**src/cpu_cfg.svh**
```systemverilog
`ifndef CPU_CFG_SVH
`define CPU_CFG_SVH

// datapath widths
`define CPU_DATA_WIDTH 32
`define CPU_INST_WIDTH 32
`define CPU_ADDR_WIDTH 8
`define CPU_REG_ADDR_BITS 5

// memory depths in words
`define CPU_IMEM_DEPTH 256
`define CPU_DMEM_DEPTH 256

`endif

```
**src/ctrl_pkg.sv**
```systemverilog
package ctrl_pkg;

  // alu operations
  localparam int ALU_OP_BITS = 3;
  localparam logic [ALU_OP_BITS-1:0] alu_add = 3'd0;
  localparam logic [ALU_OP_BITS-1:0] alu_sub = 3'd1;
  localparam logic [ALU_OP_BITS-1:0] alu_and = 3'd2;
  localparam logic [ALU_OP_BITS-1:0] alu_or  = 3'd3;
  localparam logic [ALU_OP_BITS-1:0] alu_slt = 3'd4;
  localparam logic [ALU_OP_BITS-1:0] alu_sll = 3'd5;
  localparam logic [ALU_OP_BITS-1:0] alu_srl = 3'd6;

  // data memory access
  localparam int MEM_OP_BITS = 2;
  localparam logic [MEM_OP_BITS-1:0] mem_none  = 2'd0;
  localparam logic [MEM_OP_BITS-1:0] mem_load  = 2'd1;
  localparam logic [MEM_OP_BITS-1:0] mem_store = 2'd2;

  // control transfer kinds, resolved in execute
  localparam int JUMP_BITS = 3;
  localparam logic [JUMP_BITS-1:0] jmp_none = 3'd0;
  localparam logic [JUMP_BITS-1:0] jmp_beq  = 3'd1;
  localparam logic [JUMP_BITS-1:0] jmp_bne  = 3'd2;
  localparam logic [JUMP_BITS-1:0] jmp_imm  = 3'd3;
  localparam logic [JUMP_BITS-1:0] jmp_reg  = 3'd4;

  // alu operand source
  localparam int FORWARD_BITS = 2;
  localparam logic [FORWARD_BITS-1:0] fwd_reg = 2'd0;
  localparam logic [FORWARD_BITS-1:0] fwd_wb  = 2'd1;
  localparam logic [FORWARD_BITS-1:0] fwd_mem = 2'd2;

endpackage

```
**src/hazard_unit.sv**
```systemverilog
`timescale 1ns/1ps

`include "cpu_cfg.svh"

module hazard_unit (
  input  logic [`CPU_REG_ADDR_BITS-1:0]     id_ex_rs,
  input  logic [`CPU_REG_ADDR_BITS-1:0]     id_ex_rt,
  input  logic [`CPU_REG_ADDR_BITS-1:0]     ex_mem_rd,
  input  logic                              ex_mem_reg_write,
  input  logic [`CPU_REG_ADDR_BITS-1:0]     mem_wb_rd,
  input  logic                              mem_wb_reg_write,
  input  logic [ctrl_pkg::MEM_OP_BITS-1:0]  id_ex_mem_op,
  input  logic [`CPU_REG_ADDR_BITS-1:0]     if_id_rs,
  input  logic [`CPU_REG_ADDR_BITS-1:0]     if_id_rt,
  output logic [ctrl_pkg::FORWARD_BITS-1:0] forward_a,
  output logic [ctrl_pkg::FORWARD_BITS-1:0] forward_b,
  output logic                              stall
);
  import ctrl_pkg::*;

  // the younger result wins when both stages target the same register
  function automatic logic [FORWARD_BITS-1:0] forward_select(
    input logic [`CPU_REG_ADDR_BITS-1:0] src
  );
    if (ex_mem_reg_write && ex_mem_rd != '0 && ex_mem_rd == src)
      return fwd_mem;
    else if (mem_wb_reg_write && mem_wb_rd != '0 && mem_wb_rd == src)
      return fwd_wb;
    return fwd_reg;
  endfunction

  always_comb begin
    forward_a = forward_select(id_ex_rs);
    forward_b = forward_select(id_ex_rt);
  end

  // load data is not ready until memory, so hold the consumer one cycle
  assign stall = (id_ex_mem_op == mem_load) &&
                 ((id_ex_rt == if_id_rs) || (id_ex_rt == if_id_rt));

endmodule

```
**config.mk**
```make
export PLATFORM = sky130hd
export DESIGN_NAME = hazard_unit
export DESIGN_NICKNAME = d
export VERILOG_FILES = /design/src/ctrl_pkg.sv /design/src/hazard_unit.sv
export VERILOG_INCLUDE_DIRS = /design/src
export SDC_FILE = /design/constraint.sdc
export NUM_CORES = 1
export LEC_CHECK = 0
export BUFFER_PORTS_ARGS = -buffer_cell sky130_fd_sc_hd__buf_2
export CAP_MARGIN = 10
export CORE_AREA = 2 2 39 41
export DETAILED_ROUTE_END_ITERATION = 10
export DIE_AREA = 0 0 41 43
export PLACE_DENSITY = 0.68
export SYNTH_ARGS = -nofsm -noshare
export SYNTH_HDL_FRONTEND = slang
export SYNTH_SLANG_ARGS = --single-unit
export TNS_END_PERCENT = 5
```
**constraint.sdc**
```tcl
create_clock -name vclk -period 3.9
set_input_delay 0.585 -clock vclk [all_inputs]
set_output_delay 0.585 -clock vclk [all_outputs]
set_load 0.02 [all_outputs]
```
# Word level (Yosys, flattened, before mapping)
# Cells that the tools add are included.
# classes
n_reduce_logical	10
mux	10
eq_ne	7
# ops
operator	n
5-bit equality test	6
2-bit two-way mux	6
5-bit nonzero test	2
1-bit logical AND	7
1-bit two-way mux	4
2-bit by 1-bit equality test with 1-bit output, second input constant	1
1-bit logical OR	1
# totals
ff_bits	0
out_inout_bits	5
in_bits	34
elab_cells	27

# Longest topological paths before layout
# logic_depth
ltp_word	6
depth_mapped	4
depth_no_buf	4

# Worst setup path after synthesis
# OpenSTA, ideal clock, no wires.
# synth_path
path_kind	input port to output port
from	in ex_mem_rd[1]
to	out forward_b[0] (netlist name)
slack_ns	1.382
stages	4
t_arrival_ns	1.933
required_time_ns	3.315
n_path_buf	0
path_cell_list	or4_1 -> o21ai_2 -> nor4_1 -> nor4_2
# synth_between
elab_chain_cells	5
word_cells_on_any_way	7
classes_between	eq/ne (1); mux (3); reduce/logical (3)
# synth_rtl
element	line_no	text
start: declaration	hazard_unit.sv:8	input logic [`CPU_REG_ADDR_BITS-1:0] ex_mem_rd,
5-bit nonzero test	hazard_unit.sv:25	if (ex_mem_reg_write && ex_mem_rd != '0 && ex_mem_rd == src)
1-bit logical AND	hazard_unit.sv:25	
1-bit logical AND *	hazard_unit.sv:25	
2-bit two-way mux or 1-bit two-way mux (tied branches)	hazard_unit.sv:25	
2-bit two-way mux *	hazard_unit.sv:29	return fwd_reg;
end: declaration	hazard_unit.sv:16	output logic [ctrl_pkg::FORWARD_BITS-1:0] forward_b,
# Mark *: on every way between the ends. The rest lies on a longest branch, timed or not.

# Final worst setup path
# Same ends and word-level chain as after synthesis.

==> summary.md <==
| Metric | Value |
|---|---|
| Number of global-route vias before repair | about 430 |
| CTS Hold Buffers Added | 0 |
| Critical path peak fanout | 3 |
| Max_cap viols | 0 |
| YS warnings | 0 |
| First-pass GRT wire length | between 1500 and 2000 um |
| GR Overflow Total | 0 |
| CP arrival | 1.94 ns |
| Post-layout instance area | 601 um2 |
| Post-CTS setup buffer count | 0 |
| Most frequent cells in the layout | buf_2 (39), xnor2_1 (18), xor2_1 (12) |
| Status | finished clean |
| Synthesized instance count | 48 |
| Worst-Margin Slew | approximately 0.44 ns |
| Routed wire length | about 1100 um |
| WHS Path Cells | 3 |
| Commonest non-fill, non-tap cell in the layout | buf_2 |
| Post-synthesis cell type count | 12 |
| CP endpoint kind | output port |
| # resized after CTS | 0 |
| Ant. Diodes | 0 |
| Drt pass-1 iters | 2 |
| Unrepaired setup endpoints after global routing | no |
| Rows | 14 |
| Fill count | roughly 140 |
| FMAX | around 400 MHz |
| GRT Util Overall | a little over an eighth |
| Total power | 0.0000624 W |
| CP Class | primary input to output port |
| Pwr/cell area | slightly above 100 nW/um2 |
| Hold path start | id_ex_mem_op[1] |
| DR iter-0 viols | 1 |
| Mapped Avg Cell Area | 8.03 um2 |
| DP HPWL | approximately 1100 um |
| Cell Area, Synth | about 390 um2 |
| Syn nets | ~80 |
| Slew margin rel. | between 70% and 80% |
| Final Hold Fails | 0 |
| Via/cell ratio | 4.57 |
| Routed via count | 471 |
| Dpl ws | between 1 and 1.5 ns |
| Largest net degree at the start of global routing | 5 |
| Area growth from synthesis to layout | 55.8% |
| CORE AREA | around 1400 um2 |
| CP Data Required Time | approximately 3.3 ns |
| Gpl congestion | between 0.7 and 0.8 |
| Fin Setup TNS | 0 ns |
| Wire per inst | 11.0 um |
| Leakage power | ~0.27 nW |
| Slew Viols, Final | 0 |
| Final min period | between 2 and 3 ns |
| Seq Cell Count | 0 |
| Final #Nets | roughly 120 |
| Die area | 1760 um2 |
| DRC | 0 |
| Share of the clock period used by the worst path | around 65% |
| Final setup vio count | 0 |
| Area after DPL | 601 um2 |
| # clk buffers | 0 |
| IO Pins | 39 |
| Worst vdd ir | ~0.000040 V |
| Initial Utilization | 27.8% |
| Hold WC Path Type | primary input to output port |
| FF+latch area | 0 um2 |
| Die Wd | between 40 and 50 um |
| Worst Hold End | stall |
| Share of layout cells above drive strength 1 | approximately 48% |
| Initial antenna violation count | 0 |
| Sequential area share after synthesis | 0% |
| PnR worst setup slack | 1.37 ns |
| Buffers on Ports | 39 |
| CP Launch Type | primary input |
| Antenna Nets Post-Route | 0 |
| Chip Height | 43 um |
metrics by stage:
| stage | hold slack (ns) | std cells | util (%) |
|---|---|---|---|
| floorplan | 1.25 | 48 | - |
| global placement | 1.42 | 103 | 43.4 |
| detailed placement | 1.43 | 103 | 43.4 |
| CTS | 1.43 | 103 | 43.4 |
| global route | 1.44 | 103 | 43.4 |
| finish | 1.43 | 103 | 43.4 |
logic make-up (layout without fill, tap and decap cells):
group / Yosys count / after routing / share of synthesized area (%)
XOR/XNOR: 30 / 30 / 68.2
buffers and inverters: 0 / 39 / 0
AO/OA/AOI/OAI: 2 / 2 / 4.22
AND/OR/NAND/NOR: 16 / 16 / 27.6
worst max-delay path: stages:
cell and delay (ns):
buf_2 0.12, or4_1 0.55, o21ai_2 0.15, nor4_1 0.09, nor4_2 0.25, buf_2 0.19
power breakdown:
| group | internal (W) | total (W) | leakage (nW) | switching (W) |
|---|---|---|---|---|
| registers | 0 | 0 | 0 | 0 |
| logic | 0.0000329 | 0.0000624 | 0.269 | 0.0000295 |
| clock network | 0 | 0 | 0 | 0 |
| total | 0.0000329 | 0.0000624 | 0.269 | 0.0000295 |
how the worst max path moves through the flow:
stage,to,from,cells after the start
2_1_floorplan,forward_b[0],ex_mem_rd[1],4
3_3_place_gp,forward_b[0],ex_mem_rd[1],6
5_1_grt,forward_b[0],ex_mem_rd[1],6
6_report,forward_b[0],ex_mem_rd[1],6
4_1_cts,forward_b[0],ex_mem_rd[1],6
3_5_place_dp,forward_b[0],ex_mem_rd[1],6
area by class of cell:
| class | instances | area (um2) | area share (%) |
|---|---|---|---|
| Timing Repair Buffer | 39 | 195 | 32.5 |
| Tap cell | 16 | 20.0 | 3.33 |
| Multi-Input combinational cell | 48 | 385 | 64.2 |
Yosys cell counts:
cell type | number | area (um2)
nor4_2 | 2 | 25.0
nand3_1 | 2 | 10.0
a22oi_1 | 1 | 7.51
nor2_1 | 1 | 3.75
nand4_1 | 2 | 12.5
xor2_1 | 12 | 105
xnor2_1 | 18 | 158
nor4_1 | 4 | 25.0
nor3b_1 | 1 | 7.51
o21ai_2 | 1 | 8.76
nand2_1 | 2 | 7.51
or4_1 | 2 | 15.0
per-layer routing:
metal / track usage (%) / part of all wire, % / vias to the layer above
li1: - / - / 248
met1: 21.5 / 47 / 206
met2: 20.6 / 46 / 17
met3: 0.524 / 6.8 / 0
met4: 0.667 / 0 / 0
met5: 0 / 0 / -
Power figures use the tool's default switching activity.
