File: src/cpu_cfg.svh
`ifndef CPU_CFG_SVH
`define CPU_CFG_SVH

// datapath widths
`define CPU_DATA_WIDTH 32
`define CPU_INST_WIDTH 32
`define CPU_ADDR_WIDTH 8
`define CPU_REG_ADDR_BITS 5

// memory depths in words
`define CPU_IMEM_DEPTH 256
`define CPU_DMEM_DEPTH 256

`endif

File: src/register_file.sv
`timescale 1ns/1ps

`include "cpu_cfg.svh"

module register_file (
  input  logic                          clk,
  input  logic                          rst_n,
  input  logic                          write,
  input  logic [`CPU_REG_ADDR_BITS-1:0] write_address,
  input  logic [`CPU_DATA_WIDTH-1:0]    write_data,
  input  logic [`CPU_REG_ADDR_BITS-1:0] read_address_1,
  output logic [`CPU_DATA_WIDTH-1:0]    read_data_1,
  input  logic [`CPU_REG_ADDR_BITS-1:0] read_address_2,
  output logic [`CPU_DATA_WIDTH-1:0]    read_data_2
);

  localparam int NUM_REGS = 1 << `CPU_REG_ADDR_BITS;

  logic [`CPU_DATA_WIDTH-1:0] regs [NUM_REGS];
  logic                       hit_1;
  logic                       hit_2;

  always_ff @(posedge clk or negedge rst_n) begin
    if (!rst_n) begin
      for (int i = 0; i < NUM_REGS; i++)
        regs[i] <= '0;
    end else if (write && write_address != '0) begin
      regs[write_address] <= write_data;
    end
  end

  // write-back data bypasses the array in the same cycle
  assign hit_1 = write && (write_address == read_address_1);
  assign hit_2 = write && (write_address == read_address_2);

  assign read_data_1 = (read_address_1 == '0) ? '0 :
                       hit_1 ? write_data : regs[read_address_1];
  assign read_data_2 = (read_address_2 == '0) ? '0 :
                       hit_2 ? write_data : regs[read_address_2];

endmodule

File: config.mk
export PLATFORM = sky130hd
export DESIGN_NAME = register_file
export DESIGN_NICKNAME = d
export VERILOG_FILES = /design/src/register_file.sv
export VERILOG_INCLUDE_DIRS = /design/src
export SDC_FILE = /design/constraint.sdc
export NUM_CORES = 2
export LEC_CHECK = 0
export BUFFER_PORTS_ARGS = -buffer_cell sky130_fd_sc_hd__buf_2
export CAP_MARGIN = 10
export CORE_ASPECT_RATIO = 0.7
export CORE_UTILIZATION = 57
export CTS_CLUSTER_DIAMETER = 120
export DETAILED_ROUTE_END_ITERATION = 16
export PLACE_DENSITY = 0.76
export RECOVER_POWER = 100
export SKIP_CTS_REPAIR_TIMING = 1
export SLEW_MARGIN = 20
export SYNTH_ARGS = -nofsm -noshare
export SYNTH_HDL_FRONTEND = slang
export SYNTH_SLANG_ARGS = --single-unit
File: constraint.sdc
create_clock -name clk -period 2 [get_ports clk]
set_input_delay 0.2 -clock clk [delete_from_list [all_inputs] [get_ports clk]]
set_output_delay 0.2 -clock clk [all_outputs]
set_load 0.05 [all_outputs]
* Word-level counts from Yosys, hierarchy flattened
Index checks and enable logic that the tools add are counted.
** Cells by class
- $lt $le $gt $ge :: 4
- Eq/ne operators :: 2
- Multiplexer cells :: 13
- Bitwise operators :: 3
- Reductions and logical operators :: 7
** Operators with widths (number)
- $bwmux W1024 :: 1
- $bmux W32 S5 :: 2
- $mux W32 :: 9
- $demux W32 S5 :: 1
- $ge A6 B6 Y1 const B :: 3
- $not A5 Y6 :: 3
- $eq A5 B5 Y1 :: 2
- $logic_not A5 Y1 :: 2
- $lt A6 B1 Y1 const B :: 1
- $reduce_bool A5 Y1 :: 1
- $logic_and A1 B1 Y1 :: 4
** Word-level totals
- Register bits :: 1024
- Bits of input ports :: 50
- Word-level logic and storage cells :: 61

* Logic depth before layout (Yosys ltp)
- Depth after elaboration :: 6
- Mapped depth :: 10

* Worst setup path before layout
No wires, ideal clock.
- Kind :: input to output
- From :: in read_address_2[0]
- To :: out read_data_2[29]
- Data arrival time :: 2.298 ns
- Data required time :: 1.800 ns
- Setup slack :: -0.498 ns
- Stages on the path :: 9
- Path buffers :: 4
- Cells stage by stage :: buf_6 -> buf_12 -> xnor2_1 -> nand4_1 -> or2_1 -> clkbuf_1 -> buf_2 -> and3_1 -> a31oi_1
** Between the ends
- Cells in the longest elaborated chain, start to end :: 6
** Ends and longest elaborated chain
- from (decl) :: RTL line register_file.sv:13 : input logic [`CPU_REG_ADDR_BITS-1:0] read_address_2,
- $not A5 Y6 (not written as such) :: RTL line register_file.sv:39 : hit_2 ? write_data : regs[read_address_2];
- $bmux W32 S5 :: RTL line register_file.sv:39
- $mux W32 (not written as such) (2 in series) :: RTL line register_file.sv:39
- $mux W32 :: RTL line register_file.sv:39
- $mux W32 (*) :: RTL line register_file.sv:38 : assign read_data_2 = (read_address_2 == '0) ? '0 :
- to (decl) :: RTL line register_file.sv:14 : output logic [`CPU_DATA_WIDTH-1:0] read_data_2
Mark *: on every way between the ends. The rest lies on a longest branch, timed or not. The select of a mux whose other input is x is not followed.

* Final worst setup path
- From :: reg regs[547] (netlist name)
- To :: out read_data_2[3]
** Between the ends
- Cells in the longest elaborated chain, start to end :: 5
** Ends and longest elaborated chain
- from (decl) :: RTL line register_file.sv:19 : logic [`CPU_DATA_WIDTH-1:0] regs [NUM_REGS];
- from (signal, indexed assignment) :: RTL line register_file.sv:28 : regs[write_address] <= write_data;
- $bmux W32 S5 :: RTL line register_file.sv:39
- $mux W32 (not written as such) (2 in series) :: RTL line register_file.sv:39
- $mux W32 :: RTL line register_file.sv:39
- $mux W32 :: RTL line register_file.sv:38
No other way between the ends. The select of a mux whose other input is x is not followed.

==> flow_metrics.py <==
metrics = {
    "sta": {
        "setup_violations": 145,
        "rsz0062_at_grt": "yes",
        "hold_violations": 5,
        "finalMaxSlewViolations": 0,
        "slew_headroom": 0.1064,
        "fin_crit_ns": 2.942,
        "skew_ns": 0,
        "max_freq_mhz": 339.9,
        "tightest_slew_ns": 1.340,
        "setup_slack_ns": -0.9419,
        "hold_slack_ns": -0.004057,
        "final_min_period_over_clock_period": 1.471,
    },
    "cells_and_area": {
        "final_nets": 4320,
        "layout_commonest_cell": "dfrtp_1",
        "largest_reg_flops": 1024,
        "multi_input_area_um2": 28500,
        "final_core_util": 0.6897,
        "layout-drive-gt1-share": 0.5752,
        "top_regs": "regs x1024",
        "area_growth_pct": 19.80,
        "fill_cells": 6411,
        "registers.top_by_ff_count": "regs",
        "regArea_um2": 25620,
        "mostFrequentLayoutCells": "dfrtp_1, mux2_2, buf_4, mux4_2, mux2i_1",
    },
    "synthesis": {
        "synth_area_leaders": "dfrtp_1, mux2_2, mux4_2",
        "synthArstFlopShare": 1.000,
        "synthFlopType": "dfrtp_1",
        "syn_nets": 3893,
        "yosysWarnings": 0,
        "synth_top_area_cell": "dfrtp_1",
        "avgSynthCellArea_um2": 14.37,
        "yosysUniqueCellTypes": 55,
        "synth_area_um2": 55220,
        "ys_ff_latch": 1024,
        "synth_edf_count": 0,
        "synth-seq-area-share": 0.4640,
        "synth_cells": 3843,
        "yosys.area.top_type_share": 0.4640,
    },
    "clocking": {
        "clk_pin_slew_ns": 0.07,
        "cts_max_level": 3,
        "clockRootBuffer": "clkbuf_16",
        "clock_sinks": 1024,
        "cts_tree": "yes",
        "cts_buffer_depth": 3,
        "insertion_delay_ns": 0.73,
        "cts_made_buffers": 98,
    },
    "pwr": {
        "seqPwrFrac": 0.438,
        "power_frac_comb": 0.247,
        "leakage_nw": 29.41,
        "clkPwrFrac": 0.315,
        "power.density_nw_per_um2": 958.1,
        "p_int_mw": 44.80,
        "swShare": 0.2931,
        "ir_drop_v": 0.0009996,
        "power_switching_mw": 18.58,
    },
    "route": {
        "viasPerCell": 7.149,
        "drc_errors": 0,
        "dr.first_iter.drc_count": 5139,
        "post_drt_wl_per_cell_um": 33.62,
        "vias": 40140,
        "routed_wl_um": 188800,
        "ant_nets": 0,
        "first_pass_iters": 6,
    },
    "worst_setup_path": {
        "startpoint_type": "flop",
        "crit_path_cell_trace": "mux4_2 -> a22o_1 -> a221oi_2 -> o22ai_1 -> a21o_2 -> buf_8",
        "ff2ff_setup_slack_ns": 0.98,
        "worst-path-max-fanout": 2,
        "slowest_delay_ns": 0.47,
        "r2r_cells": 3,
        "path_class": "flop to primary output",
        "endpoint": "read_data_2[3]",
        "slowest_stage": "mux4_2",
        "reg2reg_from": "regs[14]",
        "worstSetupStartpoint": "regs[547]",
        "endpoint_kind": "primary output",
        "worstReg2RegEnd": "regs[14]",
        "required_ns": 1.80,
        "critPathArrivalTime_ns": 2.74,
    },
    "global_routing": {
        "grt_pass1_vias": 40660,
        "antenna_found_initial": 6,
        "grt_usage": 0.3843,
        "gr-total-overflow": 0,
        "grt_max_degree": 113,
        "grt_pass1_wl_um": 277300,
    },
    "die": {
        "die_area_um2": 98150,
        "core_area_um2": 95920,
        "die-width_um": 374.0,
        "rows": 95,
        "start_util": 0.5757,
        "die_h_um": 262.4,
        "io_pins": 114,
    },
    "status": {
        "violations": "hold timing, setup timing",
        "status": "finished with violations",
    },
    "placement": {
        "place_congestion": 0.9300,
        "io_buffers": 113,
        "dp_hpwl_um": 123200,
    },
    "hold_path": {
        "hold_class": "input pin to flop",
    },
    "job": {
        "cap_violations": 0,
    },
}
==> synthesized netlist by cell type, drive strengths merged, types with 3 or more instances <==
master	count
dfrtp	1024
mux2	1008
mux4	384
mux2i	291
buf	224
clkbuf	222
nand2	101
a22oi	78
o21ai	73
o22ai	60
a31oi	41
a21oi	34
a211oi	33
a32o	32
o221ai	32
nor2	27
a221oi	26
a221o	16
nand3	15
and3	14
nand4	13
nor3	11
nor2b	10
a21o	7
a22o	7
nor3b	7
nand3b	6
o211ai	6
xnor2	6
nand2b	5
o22a	5
and2	4
xor2	4
or2	3
==> final cells by class <==
cell class,count,area share
Antenna cell,4,0.0001513
Clock buffer,135,0.04238
Clock inverter,45,0.008738
Inverter,2,0.0001135
Multi-Input combinational cell,2371,0.4308
Sequential cell,1024,0.3873
Tap cell,1261,0.02385
Timing Repair Buffer,773,0.1066
==> layer usage <==
layer	up-vias	track usage	wire length [um]
met2	2762	0.5394	80540
met5	-	0	32
met3	677	0.1433	25720
met1	20960	0.5408	72940
li1	15740	-	-
met4	4	0.1553	9538
==> power by group through the flow <==
stage                     clock network [mW]  logic [mW]  registers [mW]
after floorplan                            0        10.2            26.8
after global placement                     0        14.2            27.6
after detailed placement                   0        14.6            27.9
after CTS                               20.0        14.7            27.6
after global routing                    20.9        16.5            28.1
final                                   20.0        15.7            27.8
==> metrics by stage <==
stage               cell area, um2  TNS, ns  cells  total power, mW  setup WS (ns)
finish                       66150   -42.95   5615            63.38        -0.9419
floorplan                    55610   -1.538   3843            37.01       -0.05403
detailed placement           62500   -52.51   5384            42.47        -0.6754
CTS                          65880   -46.37   5564            62.27         -1.040
global placement             62500   -49.75   5384            41.78        -0.6661
global route                 66140   -46.43   5611            65.51        -0.9592
==> worst min-delay path by stage <==
stage,startpoint,endpoint,depth (start not counted)
after global routing,write_data[4],regs[772],2
after CTS,rst_n,regs[943],1
final,write_data[4],regs[484],2
after global placement,rst_n,regs[495],1
after detailed placement,rst_n,regs[943],1
after floorplan,rst_n,regs[0],0
==> cells by family (layout without fill, tap and decap cells) <==
group	Yosys count	after routing	share of synthesized area
multiplexers	1683	1683	0.4159
flip-flops	1024	1024	0.4640
AND/OR/NAND/NOR	224	224	0.01969
buffers and inverters	448	955	0.03983
AO/OA/AOI/OAI	454	454	0.05893
XOR/XNOR	10	10	0.001586
other	0	4	0
==> critical path, delay by kind of cell (launching register included) <==
kind | cells | cell delay (ns)
multiplexers | 1 | 0.47
flip-flops | 1 | 0.40
AO/OA/AOI/OAI | 4 | 0.96
buffers and inverters | 1 | 0.17
No activity file was read; power rests on OpenSTA's default activity.
