## src/cpu_cfg.svh

```systemverilog
`ifndef CPU_CFG_SVH
`define CPU_CFG_SVH

// datapath widths
`define CPU_DATA_WIDTH 32
`define CPU_INST_WIDTH 32
`define CPU_ADDR_WIDTH 8
`define CPU_REG_ADDR_BITS 5

// memory depths in words
`define CPU_IMEM_DEPTH 256
`define CPU_DMEM_DEPTH 256

`endif

```

## src/ctrl_pkg.sv

```systemverilog
package ctrl_pkg;

  // alu operations
  localparam int ALU_OP_BITS = 3;
  localparam logic [ALU_OP_BITS-1:0] alu_add = 3'd0;
  localparam logic [ALU_OP_BITS-1:0] alu_sub = 3'd1;
  localparam logic [ALU_OP_BITS-1:0] alu_and = 3'd2;
  localparam logic [ALU_OP_BITS-1:0] alu_or  = 3'd3;
  localparam logic [ALU_OP_BITS-1:0] alu_slt = 3'd4;
  localparam logic [ALU_OP_BITS-1:0] alu_sll = 3'd5;
  localparam logic [ALU_OP_BITS-1:0] alu_srl = 3'd6;

  // data memory access
  localparam int MEM_OP_BITS = 2;
  localparam logic [MEM_OP_BITS-1:0] mem_none  = 2'd0;
  localparam logic [MEM_OP_BITS-1:0] mem_load  = 2'd1;
  localparam logic [MEM_OP_BITS-1:0] mem_store = 2'd2;

  // control transfer kinds, resolved in execute
  localparam int JUMP_BITS = 3;
  localparam logic [JUMP_BITS-1:0] jmp_none = 3'd0;
  localparam logic [JUMP_BITS-1:0] jmp_beq  = 3'd1;
  localparam logic [JUMP_BITS-1:0] jmp_bne  = 3'd2;
  localparam logic [JUMP_BITS-1:0] jmp_imm  = 3'd3;
  localparam logic [JUMP_BITS-1:0] jmp_reg  = 3'd4;

  // alu operand source
  localparam int FORWARD_BITS = 2;
  localparam logic [FORWARD_BITS-1:0] fwd_reg = 2'd0;
  localparam logic [FORWARD_BITS-1:0] fwd_wb  = 2'd1;
  localparam logic [FORWARD_BITS-1:0] fwd_mem = 2'd2;

endpackage

```

## src/isa_pkg.sv

```systemverilog
package isa_pkg;

  // one instruction word, read either as register form or immediate form
  typedef union packed {
    struct packed {
      logic [5:0] opcode;
      logic [4:0] rs;
      logic [4:0] rt;
      logic [4:0] rd;
      logic [4:0] shamt;
      logic [5:0] funct;
    } r_view;
    struct packed {
      logic [5:0]  opcode;
      logic [4:0]  rs;
      logic [4:0]  rt;
      logic [15:0] imm;
    } i_view;
  } instr_t;

  // opcodes
  localparam logic [5:0] op_rtype = 6'h00;
  localparam logic [5:0] op_j     = 6'h02;
  localparam logic [5:0] op_jr    = 6'h03;
  localparam logic [5:0] op_beq   = 6'h04;
  localparam logic [5:0] op_bne   = 6'h05;
  localparam logic [5:0] op_addi  = 6'h08;
  localparam logic [5:0] op_andi  = 6'h0c;
  localparam logic [5:0] op_ori   = 6'h0d;
  localparam logic [5:0] op_lw    = 6'h23;
  localparam logic [5:0] op_sw    = 6'h2b;

  // funct field of op_rtype
  localparam logic [5:0] fn_sll = 6'h00;
  localparam logic [5:0] fn_srl = 6'h02;
  localparam logic [5:0] fn_add = 6'h20;
  localparam logic [5:0] fn_sub = 6'h22;
  localparam logic [5:0] fn_and = 6'h24;
  localparam logic [5:0] fn_or  = 6'h25;
  localparam logic [5:0] fn_slt = 6'h2a;

endpackage

```

## src/control_unit.sv

```systemverilog
`timescale 1ns/1ps

module control_unit (
  input  isa_pkg::instr_t                  instruction,
  output logic                             reg_dst,
  output logic                             alu_src,
  output logic                             mem_to_reg,
  output logic                             reg_write,
  output logic [ctrl_pkg::ALU_OP_BITS-1:0] alu_op,
  output logic [ctrl_pkg::MEM_OP_BITS-1:0] mem_op,
  output logic [ctrl_pkg::JUMP_BITS-1:0]   jop
);
  import isa_pkg::*;
  import ctrl_pkg::*;

  always_comb begin
    // defaults give a harmless no-op
    reg_dst    = 1'b0;
    alu_src    = 1'b0;
    mem_to_reg = 1'b0;
    reg_write  = 1'b0;
    alu_op     = alu_add;
    mem_op     = mem_none;
    jop        = jmp_none;

    case (instruction.i_view.opcode)
      op_rtype: begin
        reg_dst   = 1'b1;
        reg_write = 1'b1;
        case (instruction.r_view.funct)
          fn_add:  alu_op = alu_add;
          fn_sub:  alu_op = alu_sub;
          fn_and:  alu_op = alu_and;
          fn_or:   alu_op = alu_or;
          fn_slt:  alu_op = alu_slt;
          fn_sll:  alu_op = alu_sll;
          fn_srl:  alu_op = alu_srl;
          default: reg_write = 1'b0;
        endcase
      end
      op_addi, op_andi, op_ori: begin
        alu_src   = 1'b1;
        reg_write = 1'b1;
        if (instruction.i_view.opcode == op_andi)
          alu_op = alu_and;
        else if (instruction.i_view.opcode == op_ori)
          alu_op = alu_or;
      end
      op_lw: begin
        alu_src    = 1'b1;
        mem_to_reg = 1'b1;
        reg_write  = 1'b1;
        mem_op     = mem_load;
      end
      op_sw: begin
        alu_src = 1'b1;
        mem_op  = mem_store;
      end
      // branches compare rs against rt
      op_beq: begin
        alu_op = alu_sub;
        jop    = jmp_beq;
      end
      op_bne: begin
        alu_op = alu_sub;
        jop    = jmp_bne;
      end
      op_j:    jop = jmp_imm;
      op_jr:   jop = jmp_reg;
      default: jop = jmp_none;
    endcase
  end

endmodule

```

## config.mk

```make
export PLATFORM = sky130hd
export DESIGN_NAME = control_unit
export DESIGN_NICKNAME = d
export VERILOG_FILES = /design/src/cpu_cfg.svh /design/src/ctrl_pkg.sv /design/src/isa_pkg.sv /design/src/control_unit.sv
export SDC_FILE = /design/constraint.sdc
export NUM_CORES = 1
export LEC_CHECK = 0
export ABC_AREA = 1
export BUFFER_PORTS_ARGS = -buffer_cell sky130_fd_sc_hd__buf_2
export CAP_MARGIN = 10
export CELL_PAD_IN_SITES_DETAIL_PLACEMENT = 0
export CELL_PAD_IN_SITES_GLOBAL_PLACEMENT = 1
export CORE_UTILIZATION = 15
export DETAILED_ROUTE_END_ITERATION = 8
export PLACE_DENSITY_LB_ADDON = 0.1
export SLEW_MARGIN = 10
export SYNTH_ARGS = -nofsm -noshare
export SYNTH_HDL_FRONTEND = slang
export SYNTH_SLANG_ARGS = --single-unit
```

## constraint.sdc

```tcl
create_clock -name vclk -period 1.25
set_clock_uncertainty 0.05 [all_clocks]
set_input_delay 0.375 -clock vclk [all_inputs]
set_output_delay 0.375 -clock vclk [all_outputs]
set_load 0.005 [all_outputs]
```

### After elaboration in Yosys (flattened, before gate mapping)

Cells that the tools add are included.

* output and inout port bits: 12
* input bits: 32
* word-level logic and storage cells: 33
* flip-flop bits (word level): 0

* eq/ne operators: 15
* reduce and logical (&&, ||, !) cells: 7
* multiplexer cells: 11

Operators by type and width (number)
* equality test 6 bit, second input constant: 7
* equality test 6 x 2 -> 1 bit, second input constant: 3
* equality test 6 x 4 -> 1 bit, second input constant: 3
* one-hot mux 3 bit (6 select lines): 1
* equality test 6 x 3 -> 1 bit, second input constant: 2
* logical NOT 6 bit: 2
* one-hot mux 3 bit (4 select lines): 1
* one-hot mux 3 bit (3 select lines): 1
* OR reduction 7 bit: 1
* OR reduction 5 bit: 1
* two-way mux 1 bit: 4
* two-way mux 2 bit: 2
* one-hot mux 2 bit (2 select lines): 1
* OR reduction 4 bit: 1
* OR reduction 3 bit: 1
* one-hot mux 1 bit (2 select lines): 1
* OR reduction 2 bit: 1

### Longest topological paths before layout

* depth in word-level cells: 4
* mapped depth: 8
* gate-level depth less buffers: 8

### Worst setup path before layout

No wires, ideal clock.

* path kind: input to output
* start point: input instruction[29] (netlist name)
* end point: output alu_src
* buffers on the path: 0
* data required time: 0.825 ns
* slack: -0.081 ns
* arrival time: 0.906 ns
* stages: 5
* path through: nor2_2 inv_1 nor2_1 nor2_1 o21ai_0

* word-level cells in the longest chain between the ends: 3
* elaborated cells between the ends (all ways): 7
* those cells by class: eq/ne (5); mux (1); reduce/logical (1)

Ends and longest elaborated chain
* start: declaration: RTL line control_unit.sv:4 `input isa_pkg::instr_t instruction,`
* equality test 6 x 4 -> 1 bit / equality test 6 bit (equally long branches): RTL line control_unit.sv:26 `case (instruction.i_view.opcode)`
* OR reduction 5 bit (no line) (*)
* two-way mux 1 bit (*): RTL line control_unit.sv:26
* end: declaration: RTL line control_unit.sv:6 `output logic alu_src,`

Mark *: on every way between the ends. The rest lies on a longest branch, timed or not.

### Worst setup path in the final report

* start point: input instruction[31] (netlist name)
* end point: output alu_op[0] (netlist name)

* word-level cells in the longest chain between the ends: 4
* elaborated cells between the ends (all ways): 11
* those cells by class: eq/ne (5); mux (3); reduce/logical (3)

Ends and longest elaborated chain
* equality test 6 x 4 -> 1 bit: RTL line control_unit.sv:26, control_unit.sv:46
* two-way mux 2 bit: RTL line control_unit.sv:46 `else if (instruction.i_view.opcode == op_ori)`
* two-way mux 2 bit: RTL line control_unit.sv:44 `if (instruction.i_view.opcode == op_andi)`
* one-hot mux 3 bit (3 select lines) (*): RTL line control_unit.sv:26
* end: declaration: RTL line control_unit.sv:9 `output logic [ctrl_pkg::ALU_OP_BITS-1:0] alu_op,`

Marked as above.

==> results by group <==
Synthesis
  • Synth area leaders: nand3_1 18%, inv_1 15%, nor2_1 14%, nand2_1 13%, nor2_2 10%
  • Top cell type's share of synthesized area: 18.4%
  • Commonest cells in the netlist: 12 x inv_1, 11 x nand3_1, 11 x nor2_1, 10 x nand2_1
  • Syn avg cell area: 4.75 µm²
  • Synthesis Warnings: 0
  • Sequential element share of the synthesized area: 0%
  • Top-count cell post-synth: inv_1
  • Distinct cells, synth: 12
  • Synth Cell Area: 299 µm²
  • Cell count after synthesis: 63
  • Synth area leader: nand3_1
  • Syn Nets: 95

Critical path
  • CP peak stage delay: 0.19 ns
  • Worst path cell trace: buf_6, nor2_4, nand3_2, inv_2, nand2_1, o211ai_1, buf_2
  • Max stage delay cell, worst path: nor2_4
  • Worst path arrival time: 1.18 ns
  • Worst setup EP type: output port
  • Crit start category: primary input
  • Crit path required time: 0.83 ns
  • CP Max Fanout: 5
  • Setup CP Type: primary input to output port

Outcome
  • Outcome: complete, but fails checks
  • Violations in the final reports: negative setup slack

Placement
  • Placed Area: 556 µm²
  • DP Cell Count: 118
  • GPL Wtd Cong: 0.652
  • IO Port Bufs: 24
  • Post-DP HPWL: 856 µm

Route
  • Total wire length: 1.03 mm
  • Via count: 513
  • Routed len/inst: 8.61 µm
  • DR DRC count: 0
  • First-pass iteration count of the detailed router: 4
  • DRT antenna net count: 0
  • Iteration-0 DRC Markers: 15
  • Vias/cell: 4.31

Final layout
  • Num sequential: 0
  • CLK BUF: 0
  • Utilization after layout: 38.7%
  • Share of layout cells above drive strength 1: 61.7%
  • Final instance area: 697 µm²
  • Final net count: 128
  • Register area: 0 µm²
  • Antenna diodes: 0
  • Filler instances: 215
  • Multi-input logic area: 345 µm²
  • Final Non-Filler Cells: 119
  • Area Growth Syn to Fin: 133%

Power
  • Max VDD drop: 103 µV
  • Final Power: 162 µW
  • Leakage: 0.349 nW
  • Power Dens Cells: 233 nW/µm²

Timing
  • Worst Max-Slew Pin Slew: 0.199 ns
  • PnR worst setup slack: -0.350 ns
  • # setup viols final: 12
  • Fmax: 625 MHz
  • Setup TNS after final layout: -3.09 ns
  • Endpoints failing hold: 0
  • Final period util: 128%
  • Final period demand of the worst path: 1.60 ns
  • RSZ-0062 raised after global routing: true
  • Fin. max-slew vios: 0
  • Max_slew headroom: 86.7%

GRT
  • Pin count of the biggest net entering global routing: 6
  • Grt total ovfl: 0
  • Vias in the first global route: 368
  • First-pass GRT wire length: 1.45 mm
  • Global Route Usage Sum: 8.65%
  • Initial antenna violation count: 0

Die
  • Core area: 1800 µm²
  • DIE AREA: 2180 µm²
  • Die W: 46.7 µm
  • # IOs: 44
  • Die Ht: 46.7 µm
  • Initial core utilization: 16.6%
  • Row cnt: 15

Hold path
  • Min-Delay Path Class: primary input to output port

Flow run
  • Max cap viols: 0

Clock tree
  • Cts hold-fix bufs: 0
-- repair_timing --
item | 4_1_cts | 5_1_grt
gates resized for setup | 27 | 13
buffers inserted | 1 | 0
setup endpoints to repair | 12 | 12
pin swaps | 10 | 6
-- where the power goes --
| group | total, mW | switching [mW] | internal [mW] | leakage [nW] |
|---|---|---|---|---|
| sequential | 0 | 0 | 0 | 0 |
| clock | 0 | 0 | 0 | 0 |
| combinational | 0.162 | 0.0803 | 0.0820 | 0.349 |
-- stage by stage --
stage / hold slack [ns] / setup WS, ns
after global placement: 1.06 / -0.386
after global routing: 1.09 / -0.416
after floorplan: 0.783 / -0.0483
after CTS: 1.07 / -0.349
final: 1.07 / -0.350
after detailed placement: 1.06 / -0.404
-- worst max-delay path, delay by kind of cell --
| kind | cells | cell delay (ns) |
|---|---|---|
| and+or+nand+nor | 3 | 0.38 |
| buffers and inverters | 3 | 0.34 |
| AOI/OAI and AO/OA | 1 | 0.09 |
-- cells in the final DEF, fill, tap and decap left out, drive strengths merged --
master,Yosys,final
nor2b,1,1
nor2,17,17
o21ai,5,5
nand2,10,10
nand4,4,4
inv,12,12
o211ai,1,1
a31oi,1,1
buf,1,32
nand3,11,11
-- logic make-up after synthesis --
logic type,Yosys count,synth area share (%)
AND/OR/NAND/NOR,43,69.5
AO/OA/AOI/OAI,7,13.0
buffers and inverters,13,17.6
-- layer usage --
metal / routed length [µm] / global-route usage, % / vias up
met5: 0 / 0 / -
met4: 0 / 0 / 0
met3: 70 / 0 / 0
met2: 452 / 13.3 / 18
met1: 502 / 14.0 / 222
li1: - / - / 273
-- path summary, 6_finish.rpt --
path	slack [ns]	end	from	cells past startpoint
setup / recovery	-0.35	alu_op[0]	instruction[31]	7
hold / removal	1.07	jop[0]	instruction[26]	4
-- area by class of cell --
cell class | instances | area share (%)
inverter | 12 | 7.90
tap | 25 | 4.49
multi-input combinational | 50 | 49.6
timing repair buffer | 32 | 38.1
No activity file was read; power rests on OpenSTA's default activity.
