## src/cpu_cfg.svh

```systemverilog
`ifndef CPU_CFG_SVH
`define CPU_CFG_SVH

// datapath widths
`define CPU_DATA_WIDTH 32
`define CPU_INST_WIDTH 32
`define CPU_ADDR_WIDTH 8
`define CPU_REG_ADDR_BITS 5

// memory depths in words
`define CPU_IMEM_DEPTH 256
`define CPU_DMEM_DEPTH 256

`endif

```

## src/ctrl_pkg.sv

```systemverilog
package ctrl_pkg;

  // alu operations
  localparam int ALU_OP_BITS = 3;
  localparam logic [ALU_OP_BITS-1:0] alu_add = 3'd0;
  localparam logic [ALU_OP_BITS-1:0] alu_sub = 3'd1;
  localparam logic [ALU_OP_BITS-1:0] alu_and = 3'd2;
  localparam logic [ALU_OP_BITS-1:0] alu_or  = 3'd3;
  localparam logic [ALU_OP_BITS-1:0] alu_slt = 3'd4;
  localparam logic [ALU_OP_BITS-1:0] alu_sll = 3'd5;
  localparam logic [ALU_OP_BITS-1:0] alu_srl = 3'd6;

  // data memory access
  localparam int MEM_OP_BITS = 2;
  localparam logic [MEM_OP_BITS-1:0] mem_none  = 2'd0;
  localparam logic [MEM_OP_BITS-1:0] mem_load  = 2'd1;
  localparam logic [MEM_OP_BITS-1:0] mem_store = 2'd2;

  // control transfer kinds, resolved in execute
  localparam int JUMP_BITS = 3;
  localparam logic [JUMP_BITS-1:0] jmp_none = 3'd0;
  localparam logic [JUMP_BITS-1:0] jmp_beq  = 3'd1;
  localparam logic [JUMP_BITS-1:0] jmp_bne  = 3'd2;
  localparam logic [JUMP_BITS-1:0] jmp_imm  = 3'd3;
  localparam logic [JUMP_BITS-1:0] jmp_reg  = 3'd4;

  // alu operand source
  localparam int FORWARD_BITS = 2;
  localparam logic [FORWARD_BITS-1:0] fwd_reg = 2'd0;
  localparam logic [FORWARD_BITS-1:0] fwd_wb  = 2'd1;
  localparam logic [FORWARD_BITS-1:0] fwd_mem = 2'd2;

endpackage

```

## src/alu.sv

```systemverilog
`timescale 1ns/1ps

`include "cpu_cfg.svh"

module alu (
  input  logic [ctrl_pkg::ALU_OP_BITS-1:0]   alu_op,
  input  logic [`CPU_DATA_WIDTH-1:0]         data1,
  input  logic [`CPU_DATA_WIDTH-1:0]         data2,
  input  logic [$clog2(`CPU_DATA_WIDTH)-1:0] shamt,
  output logic [`CPU_DATA_WIDTH-1:0]         alu_result,
  output logic                               zero,
  output logic                               less,
  output logic                               greater
);
  import ctrl_pkg::*;

  // signed compare of the two operands, used by slt and the branch logic
  assign zero    = (data1 == data2);
  assign less    = ($signed(data1) < $signed(data2));
  assign greater = ($signed(data1) > $signed(data2));

  always_comb begin
    case (alu_op)
      alu_add: alu_result = data1 + data2;
      alu_sub: alu_result = data1 - data2;
      alu_and: alu_result = data1 & data2;
      alu_or:  alu_result = data1 | data2;
      alu_slt: alu_result = {{(`CPU_DATA_WIDTH-1){1'b0}}, less};
      // shifts act on rt
      alu_sll: alu_result = data2 << shamt;
      alu_srl: alu_result = data2 >> shamt;
      default: alu_result = '0;
    endcase
  end

endmodule

```

## config.mk

```make
export PLATFORM = sky130hd
export DESIGN_NAME = alu
export DESIGN_NICKNAME = d
export VERILOG_FILES = /design/src/ctrl_pkg.sv /design/src/alu.sv
export VERILOG_INCLUDE_DIRS = /design/src
export SDC_FILE = /design/constraint.sdc
export NUM_CORES = 1
export LEC_CHECK = 0
export BUFFER_PORTS_ARGS = -buffer_cell sky130_fd_sc_hd__buf_2
export CORE_UTILIZATION = 49
export DETAILED_ROUTE_END_ITERATION = 12
export GPL_ROUTABILITY_DRIVEN = 0
export PLACE_DENSITY = 0.7
export SLEW_MARGIN = 15
export SYNTH_ARGS = -nofsm -noshare
export SYNTH_HDL_FRONTEND = slang
export SYNTH_SLANG_ARGS = --single-unit
```

## constraint.sdc

```tcl
create_clock -name vclk -period 3.26
set_clock_uncertainty 0.15 [all_clocks]
set_input_delay 0.163 -clock vclk [all_inputs]
set_output_delay 0.163 -clock vclk [all_outputs]
set_load 0.005 [all_outputs]
```

# [Word level (Yosys, flattened, before mapping)]
# Index checks and enable logic that the tools add are counted.
[totals] reg_bits=0 latchBits=0 mem_bits_rw=0 romBits=0 inputBits=72 memories=0
[op_classes] addsub=2 n_mul=0 n_div=0 order_cmp=2 n_eq_ne=7 n_shift=2 mux=1 bitwise_logic=2 n_reduce_logical=1
[op_table] cell="one-hot mux 32 bit (7 select lines)" count=1
[op_table] cell="adder 32 bit" count=1
[op_table] cell="bitwise AND 32 bit" count=1
[op_table] cell="== test 32 bit" count=1
[op_table] cell="> comparator 32 bit" count=1
[op_table] cell="< comparator 32 bit" count=1
[op_table] cell="bitwise OR 32 bit" count=1
[op_table] cell="left shift 32 x 5 -> 32 bit" count=1
[op_table] cell="right shift 32 x 5 -> 32 bit" count=1
[op_table] cell="subtractor 32 bit" count=1
[op_table] cell="== test 3 bit (second input constant)" count=3
[op_table] cell="== test 3 x 2 -> 1 bit (second input constant)" count=2
[op_table] cell="== test 3 x 1 -> 1 bit (second input constant)" count=1
[op_table] cell="zero test 3 bit" count=1

# [Depth between registers and ports, before layout]
# Gate-level depths: netlist of run 1.
[logic_depth] depth_word=2 depth_mapped=13

# [Worst setup path before layout of run 1]
# No wires, ideal clock.
[synth_path] kind="input to output" startpoint="input data1[13]" endpoint="output alu_result[31]" t_arrival_ns=2.641 setup_slack_ns=0.306 cell_stages=12 n_path_buf=1 path_cell_list="inv_1 > ha_1 > buf_2 > or4_4 > nor2_1 > o211a_1 > o41ai_2 > o41ai_2 > a41oi_1 > a221o_1 > xnor2_1 > o221ai_1"
[synth_via] elab_chain_cells=2
[synth_lines] element="from (decl)" line="alu.sv:7" source="input logic [`CPU_DATA_WIDTH-1:0] data1,"
[synth_lines] element="subtractor 32 bit or adder 32 bit (tied branches)" line="alu.sv:25, alu.sv:24"
[synth_lines] element="one-hot mux 32 bit (7 select lines) *" line="alu.sv:23" source="case (alu_op)"
[synth_lines] element="to (decl)" line="alu.sv:10" source="output logic [`CPU_DATA_WIDTH-1:0] alu_result,"
# Every way passes the cells marked *; elsewhere a longest branch is shown, timed or not.

# [Final worst setup path of run 1]
[layout_path] startpoint="input data1[7]" endpoint="output greater"
[layout_via] elab_chain_cells=1
[layout_lines] element="> comparator 32 bit" line="alu.sv:20" source="assign greater = ($signed(data1) > $signed(data2));"
[layout_lines] element="to (decl)" line="alu.sv:13" source="output logic greater"
# Every way passes these cells.

==> impl_metrics.tcl, run 1 <==
set metrics [dict create \
    outcome "finished with violations" \
    violations "negative setup slack" \
    worstSetupPathType "input pin to output pin" \
    coreArea_sq_mm 0.01577 \
    endpoint_kind "output pin" \
    synth.net_count 1353 \
    clock_buffers 0 \
    slew_violations 0 \
    regArea_sq_um 0 \
    multiInputGateArea_sq_mm 0.007715 \
    rsz0062_at_grt "true" \
    final_cells 1579 \
    final_nets 1545 \
    arrival_ns 3.02 \
    crit_path_start_kind "input pin" \
    drtIter0Drc 1839 \
    seq_cells 0 \
    syn-cell-area_sq_mm 0.007884 \
    dp.cells 1553 \
    routed_wirelength_um 36290 \
    fmax_ghz 0.3004 \
    rows 46 \
    io_pins 107 \
    drt.antenna.violating_nets 0 \
    hold_class "input pin to output pin" \
    mostFrequentLayoutCells "168 x buf_4, 130 x nor2_1, 115 x a21oi_1" \
    ys_seq_area_share_pct 0 \
    vias 10730 \
    worstMarginPinSlew_ns 0.8704 \
    grt_usage_pct 41.29 \
    die_h_um 128.8 \
    die_w_um 128.8 \
    final.setup.worst_slack_ns -0.06856 \
    routedWlPerCell_um 22.98 \
    postSynthAreaPerCell_sq_um 6.727 \
    cp-endpoint "greater" \
    synthCells 1172 \
    synth_area_leaders "ha_1 17%, mux2i_1 8.9%, a21oi_1 7.6%" \
    drive_gt1_share_pct 30.76 \
    critPathMaxFanout 4 \
    io_buffers 107 \
    routed_via_density 6.793 \
    finalHoldViolations 0 \
    dpl_cell_area_sq_mm 0.009445 \
    cp_cell_sequence "buf_6, inv_2, ha_4, nor2b_4, or3_4, o311ai_4, a21oi_2, o41a_1, a211o_1, a221oi_4, o21ai_2, and2_1, buf_2" \
    design_area_sq_mm 0.01030 \
    post-route-min-period_ns 3.329 \
    final_common_cell "buf_4" \
    cpPeakStageDelay_ns 0.47 \
    max_cap_violations 0 \
    ir_drop_uv 97.29 \
    crit_path_start "data1[7]" \
    die_area_sq_mm 0.01660 \
    drt_pass1_iterations 8 \
    p_leak_nw 4.759 \
    initial_core_util_pct 49.99 \
    post-place-ws_ns -0.2110 \
    synth_cell_types 75 \
    fin_util_pct 65.34 \
    slew_headroom_pct 41.97 \
    fill_cells 1409 \
    yosysTopAreaCell "ha_1" \
    p_per_area_mw_per_mm2 188.6 \
    crit_slowest_cell "o41a_1" \
    ys_warn_count 0 \
    worstHoldStart "alu_op[2]" \
    setup_viol 10 \
    synth.top_cell.area_share_pct 16.98 \
    antenna_found_initial 1 \
    period_share_pct 102.1 \
    grt_overflow_total 0 \
    cp.required_ns 2.95 \
    dp_hpwl_um 28310 \
    drc 0 \
    area_growth_pct 30.71 \
    grt_pass1_wl_um 52580 \
    grt_pass1_vias 9433 \
    grt_max_degree 57 \
]
-- worst max-delay path, delay by kind of cell --
kind	cells	cell delay, ns
and+or+nand+nor	3	0.59
buffers and inverters	3	0.22
adders and majority gates	1	0.28
AOI/OAI and AO/OA	6	1.74
-- kinds of logic (layout without fill, tap and decap cells) --
kind of cell	after synthesis	in the layout	synth area share [%]
AO/OA/AOI/OAI	418	418	34.90
AND/OR/NAND/NOR	335	335	19.22
buffers and inverters	182	372	9.078
adder cells (fa/ha/maj)	109	109	17.49
multiplexers	101	101	16.31
XOR/XNOR	27	27	3.000
other	0	1	0
-- synth_stat cells (5+ instances only) --
| cell | n |
|---|---|
| nor2b_1 | 11 |
| a221o_1 | 6 |
| o22ai_1 | 16 |
| nand3_1 | 12 |
| ha_1 | 107 |
| or3_1 | 6 |
| mux4_2 | 21 |
| o21ai_0 | 92 |
| o31ai_1 | 6 |
| nand2b_1 | 19 |
| o221ai_1 | 14 |
| xnor2_1 | 20 |
| nor2_1 | 134 |
| mux2i_1 | 70 |
| clkbuf_1 | 53 |
| o21bai_1 | 14 |
| o211ai_1 | 20 |
| a211oi_1 | 28 |
| o21a_1 | 7 |
| inv_1 | 96 |
| a21o_1 | 13 |
| nor4_1 | 5 |
| nor3_1 | 18 |
| and3_1 | 6 |
| buf_2 | 17 |
| and2_1 | 9 |
| a31oi_1 | 8 |
| nand4_1 | 7 |
| a211o_1 | 6 |
| a21oi_1 | 119 |
| xor2_1 | 7 |
| a22oi_1 | 5 |
| buf_1 | 14 |
| mux2_2 | 10 |
| nand2_1 | 92 |
| a221oi_1 | 22 |
-- routing by layer --
metal / up-vias / track usage [%] / wire length [um]
met5: - / 0 / 0
met4: 0 / 18.75 / 2554
li1: 4663 / - / -
met2: 920 / 61.34 / 14570
met3: 242 / 14.01 / 6005
met1: 4901 / 53.66 / 13150
-- stage by stage --
step | power [mW] | TNS (ns) | hold WS (ns)
4_1_cts | 1.732 | -0.01793 | 0.5750
3_3_place_gp | 1.652 | -0.8815 | 0.5805
2_1_floorplan | 1.009 | 0 | 0.4206
6_report | 1.943 | -0.4627 | 0.5899
5_1_grt | 2.029 | -1.156 | 0.6219
3_5_place_dp | 1.665 | -1.529 | 0.5748
-- where the power goes --
group	total [mW]	switching (mW)	internal, mW
Combinational	1.94	1.14	0.802
Sequential	0	0	0
Clock	0.0000000315	0	0.0000000314
Total	1.94	1.14	0.802
-- worst min path at each step --
stage                    end  slack (ns)  cells after the start
2_1_floorplan  alu_result[1]        0.42                      2
3_3_place_gp   alu_result[0]        0.58                      4
3_5_place_dp   alu_result[0]        0.57                      4
4_1_cts        alu_result[0]        0.57                      4
5_1_grt        alu_result[0]        0.62                      4
6_report       alu_result[0]        0.59                      4
-- area by class of cell --
| type | instances | share of cell area (%) |
|---|---|---|
| Multi-Input combinational cell | 990 | 74.87 |
| Timing Repair Buffer | 276 | 18.72 |
| Inverter | 96 | 3.764 |
| Tap cell | 216 | 2.623 |
| Antenna cell | 1 | 0.02428 |
-- repair_timing --
| action | in CTS | in global routing |
|---|---|---|
| hold buffers | 0 | 0 |
| endpoints found under the setup margin | 19 | 23 |
| pin swaps | 25 | 47 |
| resized for setup | 52 | 103 |
| setup buffers | 17 | 9 |
(Power assumes the default switching activity.)
==> run 2: changes to the inputs <==
--- a/config.mk
+++ b/config.mk
@@ -11,6 +11,7 @@
 export DETAILED_ROUTE_END_ITERATION = 12
 export GPL_ROUTABILITY_DRIVEN = 0
 export PLACE_DENSITY = 0.7
+export SKIP_LAST_GASP = 1
 export SLEW_MARGIN = 15
 export SYNTH_ARGS = -nofsm -noshare
 export SYNTH_HDL_FRONTEND = slang
==> run 2 against run 1 <==
  * The run still ends with negative setup slack left
  * Worst setup slack lost 0.016 ns
  * Maximum frequency shrank 0.47%
  * Die area stayed put
  * Via count hardly changed
  * Non-clock buffer count did not move
  * Critical path depth did not move
  * Count of clock-buffer cells in the layout unchanged
  * Highest routed layer unchanged
==> impl_metrics.tcl, run 2 (same netlist as run 1, synthesis figures left out) <==
set metrics [dict create \
    period_share_pct 102.6 \
    dpl_cell_area_sq_mm 0.009445 \
    slew_violations 0 \
    worstMarginPinSlew_ns 0.8607 \
    final_nets 1545 \
    cp.required_ns 2.95 \
    die_h_um 128.8 \
    fmax_ghz 0.2990 \
    grt_overflow_total 0 \
    vias 10730 \
    routedWlPerCell_um 23.00 \
    finalHoldViolations 0 \
    slew_headroom_pct 42.09 \
    arrival_ns 3.03 \
    p_per_area_mw_per_mm2 188.7 \
    max_cap_violations 0 \
    setup_viol 10 \
    grt_pass1_wl_um 52580 \
    area_growth_pct 30.23 \
    seq_cells 0 \
    drc 0 \
    regArea_sq_um 0 \
    p_leak_nw 4.747 \
    crit_slowest_cell "o41a_1" \
    drive_gt1_share_pct 30.47 \
    cpPeakStageDelay_ns 0.46 \
    grt_max_degree 57 \
    post-place-ws_ns -0.2110 \
    crit_buf_inv 3 \
    worstHoldStart "alu_op[2]" \
    dp_hpwl_um 28310 \
    drtIter0Drc 1706 \
    mostFrequentLayoutCells "169 x buf_4, 130 x nor2_1, 115 x a21oi_1" \
    die_area_sq_mm 0.01660 \
    ir_drop_uv 97.49 \
    initial_core_util_pct 49.99 \
    fin_util_pct 65.11 \
    io_pins 107 \
    worstHoldEndpoint "alu_result[0]" \
    antenna_found_initial 1 \
    grt_use_met1_pct 53.66 \
    rsz0062_at_grt "true" \
    worstSetupPathType "input pin to output pin" \
    endpoint_kind "output pin" \
    grt_usage_pct 41.29 \
    drt_pass1_iterations 6 \
    critPathMaxFanout 4 \
    die_w_um 128.8 \
    worstHoldPathCells 4 \
    violations "negative setup slack" \
    final_common_cell "buf_4" \
    cp_cell_sequence "buf_2, inv_1, ha_4, nor2_2, o311a_4, o311ai_4, a21oi_2, o41a_1, a211o_1, a221oi_4, o21ai_2, and2_1, buf_2" \
    design_area_sq_mm 0.01027 \
    coreArea_sq_mm 0.01577 \
    crit_top_cell "buf_2" \
    post-route-min-period_ns 3.344 \
    crit_family "compound AO/OA/AOI/OAI gates" \
    final.setup.worst_slack_ns -0.08413 \
    busiest_layer "met2" \
    rows 46 \
    crit_path_start_kind "input pin" \
    routed_via_density 6.792 \
    outcome "finished with violations" \
    io_buffers 107 \
    routed_wirelength_um 36320 \
    grt_pass1_vias 9433 \
    clock_buffers 0 \
    gr-usage-met2_pct 61.34 \
    hold_class "input pin to output pin" \
    drt.antenna.violating_nets 0 \
    grtUsageMet3_pct 14.01 \
]
## run 2: timing repair
| action | CTS | global route |
|---|---|---|
| pin swaps | 25 | 46 |
| endpoints found under the setup margin | 19 | 23 |
| hold buffers | 0 | 0 |
| buffers inserted | 17 | 9 |
| gates resized for setup | 52 | 93 |
## run 2: routing by layer
layer  vias up  routed length, um
met5         -                  0
li1       4669                  -
met2       955              14640
met4         0               2503
met3       237               6008
met1      4864              13170
## run 2: stage by stage
step	instances	power [mW]	TNS [ns]	hold WS (ns)
2_1_floorplan	1172	1.009	0	0.4206
3_3_place_gp	1553	1.652	-0.8815	0.5805
3_5_place_dp	1553	1.665	-1.529	0.5748
4_1_cts	1569	1.732	-0.01793	0.5750
5_1_grt	1578	2.019	-1.330	0.6219
6_report	1579	1.937	-0.6058	0.5926
## run 2: layout make-up
| class | count | area, sq um |
|---|---|---|
| antenna | 1 | 2.502 |
| timing repair buffer | 276 | 1913 |
| tap | 216 | 270.3 |
| fill | 1413 | 5503 |
| multi-input combinational | 990 | 7696 |
| inverter | 96 | 385.4 |
## run 2: worst max-delay path by stage
stage               from             end  slack, ns  depth (start not counted)
6_report        data1[2]         greater      -0.08                         13
5_1_grt         data2[2]         greater      -0.18                         13
4_1_cts         data1[0]         greater     -0.009                         14
3_5_place_dp    data2[1]  alu_result[27]      -0.21                         14
3_3_place_gp    data2[1]  alu_result[27]      -0.16                         14
2_1_floorplan  data1[13]  alu_result[31]       0.31                         12
## run 2: where the power goes
part | switching [mW] | internal, mW
registers | 0 | 0
logic | 1.14 | 0.797
clock network | 0 | 0.0000000354
total | 1.14 | 0.797
